File: src/hw/uart_pkg.sv
package uart_pkg;

   // serial timing.
   localparam int clks_per_bit = 4;   // clock cycles per serial bit.

   // frame layout: start, 8 data bits lsb first, odd parity, stop.
   localparam int frame_bits = 11;
   localparam int cmd_bits = 2 * frame_bits;   // high byte frame, then low byte frame.

   // 16-bit register-access command.
   typedef logic [15:0] cmd_t;

   // one serial data byte.
   typedef logic [7:0] byte_t;

   // index of a bit within a command or a frame.
   typedef logic [4:0] bit_cnt_t;

   // clock count within one bit period.
   typedef logic [$clog2(clks_per_bit + 1) - 1:0] baud_cnt_t;

endpackage
File: src/hw/uart_top.sv
`timescale 1ns/1ps

module uart_top (
   input  logic             clk,
   input  logic             rst_n,
   input  uart_pkg::cmd_t   cmd_in,
   input  logic             cmd_vld,
   output logic             cmd_rdy,
   output logic             tx,
   input  logic             rx,
   output uart_pkg::byte_t  read_data,
   output logic             read_rdy,
   output logic             parity_err,
   output logic             frame_err
);

   // command path out on tx.
   uart_cmd_tx i_cmd_tx (
      .clk     (clk),
      .rst_n   (rst_n),
      .cmd_in  (cmd_in),
      .cmd_vld (cmd_vld),
      .cmd_rdy (cmd_rdy),
      .tx      (tx)
   );

   // byte path in on rx, looped back outside if needed.
   uart_byte_rx i_byte_rx (
      .clk        (clk),
      .rst_n      (rst_n),
      .rx         (rx),
      .read_data  (read_data),
      .read_rdy   (read_rdy),
      .parity_err (parity_err),
      .frame_err  (frame_err)
   );

endmodule

File: src/hw/uart_byte_rx.sv
`timescale 1ns/1ps

module uart_byte_rx (
   input  logic             clk,
   input  logic             rst_n,
   input  logic             rx,
   output uart_pkg::byte_t  read_data,
   output logic             read_rdy,
   output logic             parity_err,
   output logic             frame_err
);

   typedef enum logic [2:0] {
      idle,
      start,
      data,
      parity,
      stop
   } rx_state_t;

   rx_state_t state;
   logic rx_meta;
   logic rx_sync;
   logic rx_prev;
   uart_pkg::baud_cnt_t baud_cnt;
   uart_pkg::bit_cnt_t bit_cnt;
   uart_pkg::byte_t shift_q;
   logic par_bit;
   logic half_done;
   logic bit_done;
   logic last_data;

   // two flops against metastability, a third for the start edge.
   always_ff @(posedge clk or negedge rst_n) begin
      if (!rst_n) begin
         rx_meta <= 1'b1;
         rx_sync <= 1'b1;
         rx_prev <= 1'b1;
      end else begin
         rx_meta <= rx;
         rx_sync <= rx_meta;
         rx_prev <= rx_sync;
      end
   end

   assign half_done = (baud_cnt == uart_pkg::baud_cnt_t'(uart_pkg::clks_per_bit / 2 - 1));
   assign bit_done  = (baud_cnt == uart_pkg::baud_cnt_t'(uart_pkg::clks_per_bit - 1));
   // bit_cnt holds the index of the data bit being sampled.
   assign last_data = (bit_cnt == uart_pkg::bit_cnt_t'(uart_pkg::frame_bits - 4));

   always_ff @(posedge clk or negedge rst_n) begin
      if (!rst_n) begin
         state      <= idle;
         baud_cnt   <= '0;
         bit_cnt    <= '0;
         read_data  <= '0;
         read_rdy   <= 1'b0;
         parity_err <= 1'b0;
         frame_err  <= 1'b0;
      end else begin
         read_rdy   <= 1'b0;
         parity_err <= 1'b0;
         frame_err  <= 1'b0;
         case (state)
            idle: begin
               // a falling edge, so a low stop bit is not taken as a start.
               if (!rx_sync && rx_prev) begin
                  state    <= start;
                  baud_cnt <= '0;
               end
            end
            start: begin
               if (half_done) begin
                  baud_cnt <= '0;
                  bit_cnt  <= '0;
                  state    <= rx_sync ? idle : data;   // glitch, back to idle.
               end else begin
                  baud_cnt <= baud_cnt + 1'b1;
               end
            end
            data, parity: begin
               if (bit_done) begin
                  baud_cnt <= '0;
                  bit_cnt  <= bit_cnt + 1'b1;
                  if (state == parity) begin
                     state <= stop;
                  end else if (last_data) begin
                     state <= parity;
                  end
               end else begin
                  baud_cnt <= baud_cnt + 1'b1;
               end
            end
            stop: begin
               if (bit_done) begin
                  state      <= idle;
                  baud_cnt   <= '0;
                  read_rdy   <= 1'b1;
                  read_data  <= shift_q;
                  parity_err <= (par_bit != ~^shift_q);
                  frame_err  <= !rx_sync;
               end else begin
                  baud_cnt <= baud_cnt + 1'b1;
               end
            end
            default: begin
               state <= idle;
            end
         endcase
      end
   end

   // data arrives lsb first, so it enters at the top.
   always_ff @(posedge clk) begin
      if (state == data && bit_done) begin
         shift_q <= {rx_sync, shift_q[7:1]};
      end
      if (state == parity && bit_done) begin
         par_bit <= rx_sync;
      end
   end

endmodule

File: src/hw/uart_cmd_tx.sv
`timescale 1ns/1ps

module uart_cmd_tx (
   input  logic            clk,
   input  logic            rst_n,
   input  uart_pkg::cmd_t  cmd_in,
   input  logic            cmd_vld,
   output logic            cmd_rdy,
   output logic            tx
);

   typedef enum logic {
      idle,
      send
   } tx_state_t;

   tx_state_t state;
   uart_pkg::baud_cnt_t baud_cnt;
   uart_pkg::bit_cnt_t bit_cnt;
   logic [uart_pkg::cmd_bits-1:0] image;
   logic [uart_pkg::cmd_bits-1:0] shift_q;
   logic accept;
   logic bit_done;
   logic last_bit;

   // one frame, lsb first on the wire: start, data, odd parity, stop.
   function automatic logic [uart_pkg::frame_bits-1:0] make_frame(input uart_pkg::byte_t b);
      make_frame = {1'b1, ~^b, b, 1'b0};
   endfunction

   // high byte frame sits in the low bits so it goes out first.
   assign image = {make_frame(cmd_in[7:0]), make_frame(cmd_in[15:8])};

   assign cmd_rdy  = (state == idle);
   assign accept   = cmd_vld && cmd_rdy;
   assign bit_done = (state == send) &&
                     (baud_cnt == uart_pkg::baud_cnt_t'(uart_pkg::clks_per_bit - 1));
   assign last_bit = (bit_cnt == uart_pkg::bit_cnt_t'(uart_pkg::cmd_bits - 1));

   always_ff @(posedge clk or negedge rst_n) begin
      if (!rst_n) begin
         state    <= idle;
         baud_cnt <= '0;
         bit_cnt  <= '0;
         tx       <= 1'b1;
      end else begin
         case (state)
            idle: begin
               if (accept) begin
                  state    <= send;
                  baud_cnt <= '0;
                  bit_cnt  <= '0;
                  tx       <= image[0];   // start bit of the high byte.
               end
            end
            send: begin
               if (bit_done) begin
                  baud_cnt <= '0;
                  if (last_bit) begin
                     state <= idle;
                     tx    <= 1'b1;   // line idles high.
                  end else begin
                     bit_cnt <= bit_cnt + 1'b1;
                     tx      <= shift_q[0];
                  end
               end else begin
                  baud_cnt <= baud_cnt + 1'b1;
               end
            end
            default: begin
               state <= idle;
               tx    <= 1'b1;
            end
         endcase
      end
   end

   // remaining bits of the command, next bit to send at bit 0.
   always_ff @(posedge clk) begin
      if (accept) begin
         shift_q <= {1'b1, image[uart_pkg::cmd_bits-1:1]};
      end else if (bit_done) begin
         shift_q <= {1'b1, shift_q[uart_pkg::cmd_bits-1:1]};
      end
   end

endmodule

File: config.mk
export PLATFORM = sky130hd
export DESIGN_NAME = uart_top
export DESIGN_NICKNAME = d
export VERILOG_FILES = /design/src/hw/uart_pkg.sv /design/src/hw/uart_top.sv /design/src/hw/uart_byte_rx.sv /design/src/hw/uart_cmd_tx.sv
export SDC_FILE = /design/constraint.sdc
export NUM_CORES = 1
export LEC_CHECK = 0
export ABC_AREA = 1
export BUFFER_PORTS_ARGS = -buffer_cell sky130_fd_sc_hd__buf_4
export CORE_MARGIN = 5
export CORE_UTILIZATION = 63
export CTS_CLUSTER_DIAMETER = 150
export CTS_CLUSTER_SIZE = 30
export DETAILED_ROUTE_END_ITERATION = 16
export GPL_ROUTABILITY_DRIVEN = 1
export PLACE_DENSITY = 0.95
export SYNTH_ARGS = -nofsm -noshare
export SYNTH_HDL_FRONTEND = slang
export SYNTH_SLANG_ARGS = --single-unit
File: constraint.sdc
create_clock -name clk -period 2.6 [get_ports clk]
set_clock_uncertainty 0.1 [all_clocks]
set_input_delay 0 -clock clk [delete_from_list [all_inputs] [get_ports clk]]
set_output_delay 0 -clock clk [all_outputs]
set_load 0.01 [all_outputs]
Word level (Yosys, flattened, before mapping)
Cells that the tools add are included. Widths: inputs -> output; s select.

Reduce and logical (&&, ||, !) cells: 21. Bitwise gates (word level): 1. Add/subtract/negate cells: 4. Equality and inequality tests: 18. Multiplexer cells: 38.

Operators by type and width (number): $mux 20 (2); $mux 3 (11); $mux 5 (5); $reduce_xnor 8->1 (3); $pmux 5 s2 (2); $eq 3x2->1 const B (4); $mux 1 (12); $pmux 3 s4 (1); $add 5x1->5 const B (2); $pmux 3 s3 (1); $ne 2x1->1 const B (4); $add 3x1->3 const B (2); $eq 3x1->1 const B (2); $ne 2x2->1 const B (3); $pmux 3 s2 (1); $reduce_and 2->1 (3); $reduce_and 3->1 (2); $eq 5x3->1 const B (1); $eq 5x5->1 const B (1); $logic_and 1x1->1 (5); $reduce_and 5->1 (1); $pmux 1 s2 (2); $reduce_bool 2->1 (2); $eq 3x3->1 const B (1); other kinds (9) (9).

Bits in registers: 64. Output and inout bits: 13. Input bits: 20.

Logic depth before layout (Yosys ltp)
Gate-level depths: netlist of run 1.

Word-level depth: 5. Depth in mapped cells: 9. Mapped depth without buffers: 9.

By module
Synthesis of run 1 repeated with hierarchy kept, for this count alone.

Cells, all modules: 391. Area total of the unflattened synthesis: 3350.7 um^2.

By module, submodules not included: uart_cmd_tx (area an instance 1707.9 um^2, times used 1, cells an instance 208); uart_byte_rx (area an instance 1642.8 um^2, times used 1, cells an instance 183).

Worst setup path after synthesis of run 1
Ideal clock, no wire load.

Path type: register to register. Start point: reg i_byte_rx.baud_cnt[0]. End point: reg i_byte_rx.shift_q[0], enable pin. Stages on the path, launching flop included: 5. Path slack: 0.866 ns. Period minus slack after synthesis: 1.734 ns. Data arrival time: 1.263 ns. Data required time: 2.130 ns. Path buffers: 0. Cell sequence: dfrtp_1 ha_1 inv_1 or2_1 nor2_1.

Longest elaborated chain between the ends: 2.

RTL lines: from (decl) (RTL line uart_byte_rx.sv:25) `uart_pkg::baud_cnt_t baud_cnt;`; from (signal assigned) (RTL line uart_byte_rx.sv:78) `baud_cnt <= baud_cnt + 1'b1;`; from (signal assigned) (RTL line uart_byte_rx.sv:91) `baud_cnt <= baud_cnt + 1'b1;`; from (signal assigned) (RTL line uart_byte_rx.sv:103) `baud_cnt <= baud_cnt + 1'b1;`; $eq 3x2->1 (RTL line uart_byte_rx.sv:47) `assign bit_done = (baud_cnt == uart_pkg::baud_cnt_t'(uart_pkg::clks_per_bit - 1));`; $logic_and 1x1->1 (RTL line uart_byte_rx.sv:115) `if (state == data && bit_done) begin`; to (signal assigned) (RTL line uart_byte_rx.sv:116) `shift_q <= {rx_sync, shift_q[7:1]};`; to (decl) (RTL line uart_byte_rx.sv:27) `uart_pkg::byte_t shift_q;`.

No other way between the ends. A chain may end at the register's enable or synchronous reset.

Worst setup path in the final report of run 1
Start point: reg i_byte_rx.baud_cnt[0]. End point: reg i_byte_rx.shift_q[4], enable pin.

The elaborated chain is that of the path after synthesis.

==> impl_metrics.prom, run 1 <==
# TYPE chip_impl_metric gauge
chip_impl_metric{name="power_frac_clock",unit="%"} 28.9
chip_impl_metric{name="post_synthesis_instance_area",unit="um2"} 3110
chip_impl_info{name="ys_top_cells_by_area",value="edfxtp_1 26%, dfrtp_1 25%, nand2_1 12%"} 1
chip_impl_info{name="cts_root_buffer",value="clkbuf_8"} 1
chip_impl_metric{name="synth_cell_type_count",unit=""} 37
chip_impl_metric{name="cts.reportedPaths.clkPinSlew",unit="ns"} 0.07
chip_impl_metric{name="worstPathMaxFanout",unit=""} 8
chip_impl_metric{name="setup_viol",unit=""} 0
chip_impl_metric{name="total_power",unit="mW"} 3.22
chip_impl_metric{name="first_pass_iters",unit=""} 4
chip_impl_metric{name="final_layout_size_suffix_gt1_share",unit="%"} 18.8
chip_impl_metric{name="synthToLayoutAreaGrowth",unit="%"} 21.9
chip_impl_metric{name="floorplan.initialDensity",unit="%"} 65.4
chip_impl_metric{name="number_of_cell_rows",unit=""} 25
chip_impl_info{name="run_status",value="finished, final reports clean"} 1
chip_impl_metric{name="die_height",unit="um"} 80.3
chip_impl_metric{name="power-per-cell-area",unit="nW/um2"} 849
chip_impl_metric{name="floorplan.core_area",unit="um2"} 4750
chip_impl_metric{name="grt_start_max_net_pins",unit=""} 36
chip_impl_info{name="cts_tree",value="built"} 1
chip_impl_metric{name="placement.io_buffers",unit=""} 32
chip_impl_metric{name="synth_sequential_area_ratio",unit="%"} 55.7
chip_impl_info{name="rr_startpoint",value="i_byte_rx.baud_cnt[0]"} 1
chip_impl_metric{name="cell_internal_pwr",unit="mW"} 2.18
chip_impl_metric{name="synth_fp_nets",unit=""} 353
chip_impl_metric{name="tmin_final",unit="ns"} 1.93
chip_impl_metric{name="power.switching_fraction",unit="%"} 32.3
chip_impl_info{name="synth.cells.most_frequent",value="99 x nand2_1, 31 x dfrtp_1, 28 x inv_1, 27 x edfxtp_1, 17 x o21ai_1"} 1
chip_impl_metric{name="worst-r2r-setup-slack",unit="ns"} 0.67
chip_impl_metric{name="insertion_delay",unit="ns"} 0.35
chip_impl_metric{name="initial_antenna_violation_count",unit=""} 0
chip_impl_metric{name="final_hold_viol_count",unit=""} 0
chip_impl_metric{name="first_global_vias",unit=""} 2475
chip_impl_metric{name="nFillCells",unit=""} 284
chip_impl_info{name="r2r_end",value="i_byte_rx.shift_q[4]"} 1
chip_impl_metric{name="initial_drc_count",unit=""} 297
chip_impl_metric{name="cap_violations",unit=""} 0
chip_impl_metric{name="postSynthAreaPerCell",unit="um2"} 9.57
chip_impl_metric{name="globalRouteOverflowTotal",unit=""} 0
chip_impl_metric{name="synth.yosys.warnings",unit=""} 0
chip_impl_metric{name="final_nets",unit=""} 411
chip_impl_metric{name="max-slew-margin-rel",unit="%"} 58.1
chip_impl_metric{name="io_pins",unit=""} 33
chip_impl_metric{name="die_w",unit="um"} 80.3
chip_impl_metric{name="synthArstFlopShare",unit="%"} 54.7
chip_impl_metric{name="pwr-share-comb",unit="%"} 23.9
chip_impl_metric{name="cts_buffer_depth",unit=""} 2
chip_impl_metric{name="dp_hpwl",unit="um"} 4210
chip_impl_metric{name="n_antenna_cell",unit=""} 0
chip_impl_metric{name="yosys_register_bits",unit=""} 64
chip_impl_metric{name="num_vias",unit=""} 2531
chip_impl_metric{name="cts_buf_count",unit=""} 9
chip_impl_metric{name="route.final.wire_length",unit="um"} 6970
chip_impl_metric{name="arrival",unit="ns"} 1.80
chip_impl_metric{name="cellLeakagePower",unit="nW"} 1.79
chip_impl_metric{name="die_area",unit="um2"} 6440
chip_impl_metric{name="final_min_period_over_clock_period",unit="%"} 74.2
chip_impl_metric{name="p_sw",unit="mW"} 1.04
chip_impl_metric{name="critPathRequiredTime",unit="ns"} 2.48
chip_impl_metric{name="seqPwrFrac",unit="%"} 47.2
chip_impl_info{name="setup.worst_path.class",value="register to register"} 1
chip_impl_info{name="ys_dominant_reg_cell",value="dfrtp_1"} 1
chip_impl_metric{name="timing.hold.ws",unit="ns"} 0.0427
chip_impl_info{name="most_used_standard_cell_by_instance_count_after_synthesis",value="nand2_1"} 1
chip_impl_metric{name="finalWeightedCongestion",unit=""} 0.881
chip_impl_metric{name="timing.setup.tns",unit="ns"} 0
chip_impl_metric{name="max_slew.worst_pin.slew",unit="ns"} 0.626
chip_impl_metric{name="grtUsageTotal",unit="%"} 24.4
chip_impl_info{name="synth_area_leader_cell",value="edfxtp_1"} 1
chip_impl_metric{name="fmaxAchievable",unit="GHz"} 0.519
chip_impl_metric{name="synth_enable_flop_cells",unit=""} 27
chip_impl_metric{name="drt-wirelength-per-cell",unit="um"} 15.3
chip_impl_metric{name="via_per_inst",unit=""} 5.56
chip_impl_metric{name="ff2ff_path_depth",unit=""} 4
chip_impl_metric{name="slew_violations",unit=""} 0
chip_impl_metric{name="max_ir_drop_vdd",unit="uV"} 455
chip_impl_metric{name="drc",unit=""} 0
chip_impl_metric{name="cts-resized-gates",unit=""} 0
chip_impl_metric{name="yosysTopAreaCellShare",unit="%"} 26.1
chip_impl_metric{name="drtAntennaViolNets",unit=""} 0
chip_impl_info{name="critical_path.endpoint_type",value="register"} 1
chip_impl_metric{name="netlist_instances",unit=""} 325
chip_impl_metric{name="global_route_wire_length_before_repair",unit="um"} 11700
chip_impl_info{name="worstSetupStartpointType",value="register"} 1
chip_impl_metric{name="h_tree_depth_reported_by_cts",unit=""} 3
chip_impl_info{name="grt_setup_unrepaired",value="no"} 1
chip_impl_metric{name="clock-sinks",unit=""} 64
chip_impl_info{name="hp-class",value="input port to async pin"} 1
==> worst max-delay path by stage <==
stage                                startpoint                    to  slack, ns
after global routing      i_byte_rx.baud_cnt[0]  i_byte_rx.shift_q[4]       0.57
after global placement    i_byte_rx.baud_cnt[0]  i_byte_rx.shift_q[3]       0.78
after floorplan           i_byte_rx.baud_cnt[0]  i_byte_rx.shift_q[0]       0.87
after detailed placement  i_byte_rx.baud_cnt[0]  i_byte_rx.shift_q[1]       0.66
final                     i_byte_rx.baud_cnt[0]  i_byte_rx.shift_q[4]       0.67
after CTS                 i_byte_rx.baud_cnt[0]  i_byte_rx.shift_q[4]       0.64
==> registers in the layout, indices dropped and copies added, names as in the netlist, 3 cells and up <==
name	count
i_byte_rx.baud_cnt	3
i_byte_rx.bit_cnt	5
i_byte_rx.state	3
i_byte_rx.read_data	8
i_byte_rx.shift_q	8
i_cmd_tx.shift_q	20
i_cmd_tx.baud_cnt	3
i_cmd_tx.bit_cnt	5
==> per-layer routing <==
| metal | vias up | track usage [%] | part of all wire (%) | wire length (um) |
|---|---|---|---|---|
| li1 | 1195 | - | - | - |
| met1 | 1212 | 29.3 | 40 | 2820 |
| met2 | 104 | 41.4 | 51 | 3550 |
| met3 | 20 | 4.82 | 5.3 | 368 |
| met4 | 0 | 12.5 | 3.3 | 227 |
| met5 | - | 0 | 0 | 0 |
==> timing repair <==
item                                    in CTS  in global routing
hold endpoints to repair                    57                  0
setup buffers                                0                  0
endpoints found under the setup margin       0                  0
hold buffers                                19                  0
==> through the flow <==
stage / cells / utilization [%] / instance area (um2) / worst slack [ns]
global route: 455 / 79.8 / 3790 / 0.567
floorplan: 325 / - / 3110 / 0.866
CTS: 455 / 79.8 / 3790 / 0.641
detailed placement: 420 / 71.4 / 3400 / 0.660
global placement: 420 / 71.4 / 3400 / 0.784
finish: 455 / 79.8 / 3790 / 0.672
==> power groups by stage <==
stage / Sequential (mW) / Clock (mW) / Combinational [mW]
after floorplan: 1.48 / 0 / 0.530
after global placement: 1.51 / 0 / 0.684
after detailed placement: 1.52 / 0 / 0.725
after CTS: 1.51 / 0.912 / 0.755
after global routing: 1.54 / 0.972 / 0.868
final: 1.52 / 0.930 / 0.769
==> worst max-delay path, stage by stage, from the launching register on <==
cell and delay [ns]:
dfrtp_1 0.42, ha_1 0.19, inv_1 0.03, or2_1 0.30, nor2_1 0.53
==> kinds of logic (layout without fill, tap and decap cells) <==
kind of cell,count (synthesis),in the layout,synth area share (%)
and+or+nand+nor,145,145,20.2
DFF,64,64,55.7
AOI/OAI and AO/OA,57,57,12.1
buffers and inverters,39,102,5.47
xor gates and xnor gates,12,12,3.38
adders and majority gates,8,8,3.22
==> cell usage in the layout, fill, tap and decap left out, types with 3 or more instances in the layout <==
master,count
xor2_1,6
nor2_1,15
or2_2,3
nand4_1,4
a22o_1,13
edfxtp_1,27
inv_1,28
o21ai_1,17
buf_4,32
dlygate4sd3_1,19
o21ai_0,11
clkinv_2,3
inv_2,6
a21oi_1,6
dfstp_2,4
nand3_1,12
dfrtp_1,31
nand2_1,99
clkbuf_8,9
ha_1,8
xnor2_1,6
clkbuf_1,3
==> layout make-up <==
class                      count  area [um2]  area share, %
sequential                    64        1730           45.7
multi-input combinational    222        1210           31.9
timing repair buffer          51         430           11.3
clock buffer                  12         135           3.56
inverter                      35         133           3.50
tap                           67        83.8           2.21
clock inverter                 4        70.1           1.85
(Power assumes the default switching activity.)
==> run 2: changes to the inputs <==
--- a/config.mk
+++ b/config.mk
@@ -8,12 +8,12 @@
 export ABC_AREA = 1
 export BUFFER_PORTS_ARGS = -buffer_cell sky130_fd_sc_hd__buf_4
 export CORE_MARGIN = 5
-export CORE_UTILIZATION = 63
+export CORE_UTILIZATION = 58
 export CTS_CLUSTER_DIAMETER = 150
 export CTS_CLUSTER_SIZE = 30
 export DETAILED_ROUTE_END_ITERATION = 16
 export GPL_ROUTABILITY_DRIVEN = 1
-export PLACE_DENSITY = 0.95
+export PLACE_DENSITY = 0.9
 export SYNTH_ARGS = -nofsm -noshare
 export SYNTH_HDL_FRONTEND = slang
 export SYNTH_SLANG_ARGS = --single-unit
==> constraint.sdc (replaced) <==
create_clock -name clk -period 1.9 [get_ports clk]
set_clock_uncertainty 0.1 [all_clocks]
set_input_delay 0 -clock clk [delete_from_list [all_inputs] [get_ports clk]]
set_output_delay 0 -clock clk [all_outputs]
set_load 0.01 [all_outputs]
==> run 2 against run 1 <==
Non-clock buffer count rose by 2. Sequential share of layout area rose by 0.24 points. Count of clock-buffer cells in the layout rose by 1. Via count fell by 5.4%. Flip-flop and latch count did not move. Worst hold slack improved by 0.0054 ns. First-iteration DRC count fell by 53%. Setup slack got worse by 0.45 ns. Combinational power rose by 34%. Global-route usage fell by 5.2 points. Critical path type unchanged. Highest routed layer unchanged.
==> impl_metrics.prom, run 2 (synthesis results as in run 1) <==
# TYPE chip_impl_metric gauge
chip_impl_info{name="rr_startpoint",value="i_byte_rx.baud_cnt[0]"} 1
chip_impl_metric{name="max_ir_drop_vdd",unit="uV"} 680
chip_impl_info{name="run_status",value="finished, final reports clean"} 1
chip_impl_metric{name="drtAntennaViolNets",unit=""} 0
chip_impl_metric{name="max-slew-margin-rel",unit="%"} 71.1
chip_impl_info{name="cts_root_buffer",value="clkbuf_8"} 1
chip_impl_metric{name="insertion_delay",unit="ns"} 0.35
chip_impl_metric{name="critPathRequiredTime",unit="ns"} 2.02
chip_impl_metric{name="first_global_vias",unit=""} 2393
chip_impl_metric{name="io_pins",unit=""} 33
chip_impl_metric{name="max_slew.worst_pin.slew",unit="ns"} 0.433
chip_impl_metric{name="nFillCells",unit=""} 365
chip_impl_metric{name="cts.reportedPaths.clkPinSlew",unit="ns"} 0.06
chip_impl_metric{name="power-per-cell-area",unit="nW/um2"} 1090
chip_impl_metric{name="initial_drc_count",unit=""} 139
chip_impl_metric{name="globalRouteOverflowTotal",unit=""} 0
chip_impl_metric{name="critical_path.n_buffers_inverters",unit=""} 1
chip_impl_metric{name="ff2ff_path_depth",unit=""} 7
chip_impl_info{name="final_common_cell",value="nand2_1"} 1
chip_impl_metric{name="number_of_cell_rows",unit=""} 26
chip_impl_metric{name="cts_buf_count",unit=""} 9
chip_impl_metric{name="h_tree_depth_reported_by_cts",unit=""} 3
chip_impl_metric{name="num_vias",unit=""} 2394
chip_impl_metric{name="setup_viol",unit=""} 0
chip_impl_metric{name="first_pass_iters",unit=""} 4
chip_impl_metric{name="fmaxAchievable",unit="GHz"} 0.597
chip_impl_metric{name="die_w",unit="um"} 83.2
chip_impl_metric{name="cts-resized-gates",unit=""} 0
chip_impl_info{name="r2r_end",value="i_byte_rx.bit_cnt[3]"} 1
chip_impl_info{name="hp-class",value="input port to async pin"} 1
chip_impl_metric{name="grtUsageTotal",unit="%"} 19.1
chip_impl_metric{name="arrival",unit="ns"} 1.80
chip_impl_info{name="top_registers",value="i_cmd_tx.shift_q (20), i_byte_rx.read_data (8), i_byte_rx.shift_q (8)"} 1
chip_impl_info{name="crit_path_top_delay_cell",value="dfrtp_1"} 1
chip_impl_info{name="most-common-layout-cells",value="99 x nand2_1, 34 x buf_4, 31 x dfrtp_1"} 1
chip_impl_metric{name="critical-path-max-stage-delay",unit="ns"} 0.42
chip_impl_metric{name="die_height",unit="um"} 83.2
chip_impl_metric{name="cap_violations",unit=""} 0
chip_impl_metric{name="final_hold_viol_count",unit=""} 0
chip_impl_metric{name="cellLeakagePower",unit="nW"} 1.78
chip_impl_metric{name="floorplan.initialDensity",unit="%"} 60.1
chip_impl_metric{name="timing.hold.ws",unit="ns"} 0.0481
chip_impl_metric{name="final_nets",unit=""} 413
chip_impl_metric{name="worstPathMaxFanout",unit=""} 8
chip_impl_metric{name="finalWeightedCongestion",unit=""} 0.843
chip_impl_metric{name="cts_buffer_depth",unit=""} 2
chip_impl_metric{name="via_per_inst",unit=""} 5.20
chip_impl_info{name="timing.critical_path.cells",value="ha_1, inv_1, or2_1, a21oi_2, nand2_2, nand2_1, o21ai_1"} 1
chip_impl_info{name="critical_path.endpoint_type",value="register"} 1
chip_impl_metric{name="final_layout_size_suffix_gt1_share",unit="%"} 19.2
chip_impl_metric{name="drc",unit=""} 0
chip_impl_metric{name="tmin_final",unit="ns"} 1.68
chip_impl_metric{name="n_antenna_cell",unit=""} 0
chip_impl_metric{name="dp_hpwl",unit="um"} 3870
chip_impl_metric{name="die_area",unit="um2"} 6930
chip_impl_metric{name="number_of_flip_flops_in_the_largest_register",unit=""} 20
chip_impl_metric{name="placement.io_buffers",unit=""} 32
chip_impl_metric{name="clock-sinks",unit=""} 64
chip_impl_info{name="largest-register",value="i_cmd_tx.shift_q"} 1
chip_impl_info{name="cts_tree",value="built"} 1
chip_impl_info{name="critical_path.top_delay_family",value="simple AND/OR/NAND/NOR gates"} 1
chip_impl_info{name="grt_setup_unrepaired",value="no"} 1
chip_impl_info{name="setup.worst_path.class",value="register to register"} 1
chip_impl_metric{name="final_min_period_over_clock_period",unit="%"} 88.2
chip_impl_metric{name="worst-r2r-setup-slack",unit="ns"} 0.22
chip_impl_metric{name="synthToLayoutAreaGrowth",unit="%"} 21.3
chip_impl_metric{name="initial_antenna_violation_count",unit=""} 0
chip_impl_metric{name="grt_start_max_net_pins",unit=""} 36
chip_impl_metric{name="route.final.wire_length",unit="um"} 5980
chip_impl_metric{name="slew_violations",unit=""} 0
chip_impl_metric{name="timing.setup.tns",unit="ns"} 0
chip_impl_metric{name="drt-wirelength-per-cell",unit="um"} 13.0
chip_impl_info{name="worstSetupStartpointType",value="register"} 1
chip_impl_metric{name="global_route_wire_length_before_repair",unit="um"} 10700
chip_impl_metric{name="floorplan.core_area",unit="um2"} 5170
==> run 2: cell types whose count changed in the layout (fill, tap and decap cells not counted) <==
cell / before / now
bufinv_16: 2 / 0
clkinvlp_4: 0 / 1
clkbuf_8: 9 / 10
buf_4: 32 / 34
==> run 2: repair_timing <==
| action | in CTS | in global routing |
|---|---|---|
| hold buffers | 19 | 0 |
| buffers inserted | 0 | 0 |
| hold endpoints to repair | 57 | 0 |
==> run 2: worst max-delay path by stage <==
stage	cells past startpoint	slack (ns)	to	from
floorplan	4	0.17	i_byte_rx.shift_q[0]	i_byte_rx.baud_cnt[0]
global placement	5	0.33	i_byte_rx.shift_q[3]	i_byte_rx.baud_cnt[0]
detailed placement	7	0.24	i_byte_rx.bit_cnt[0]	i_byte_rx.baud_cnt[0]
CTS	7	0.23	i_byte_rx.bit_cnt[3]	i_byte_rx.baud_cnt[0]
global route	7	0.08	i_byte_rx.bit_cnt[0]	i_byte_rx.baud_cnt[0]
finish	7	0.22	i_byte_rx.bit_cnt[3]	i_byte_rx.baud_cnt[0]
==> run 2: worst reg2reg max path: stages, from the launching register on <==
cell and delay [ns]:
dfrtp_1 0.42, ha_1 0.17, inv_1 0.03, or2_1 0.31
a21oi_2 0.23, nand2_2 0.14, nand2_1 0.09, o21ai_1 0.07
==> run 2: layer usage <==
layer  vias up  GRT usage (%)  part of all wire [%]  wire (um)
met1      1112           21.5                    41       2450
met3        15           7.43                   6.5        389
met2        68           33.1                    51       3060
met5         -              0                     0          0
met4         0           6.54                   1.4         86
li1       1199              -                     -          -
==> run 2: through the flow <==
step                      instances  setup WS (ns)  utilization (%)  instance area, um2  power [mW]
after floorplan                 325          0.166                -                3110        2.76
after global placement          425          0.326             66.0                3420        3.01
after detailed placement        425          0.239             66.0                3420        3.07
after CTS                       460          0.230             72.9                3770        4.13
after global routing            460         0.0777             72.9                3770        4.41
final                           460          0.225             72.9                3770        4.11
==> run 2: layout make-up <==
cell class                      count  area, um2  area share (%)
Sequential cell                    64       1730            45.9
Multi-Input combinational cell    222       1210            32.0
Timing Repair Buffer               53        445            11.8
Clock buffer                       13        149            3.95
Inverter                           35        133            3.52
Tap cell                           70       87.6            2.32
Clock inverter                      3       17.5           0.464
==> run 2: power breakdown <==
| group | leakage, nW | internal [mW] | switching, mW |
|---|---|---|---|
| Combinational | 0.967 | 0.423 | 0.610 |
| Sequential | 0.726 | 1.83 | 0.246 |
| Clock | 0.0834 | 0.506 | 0.494 |
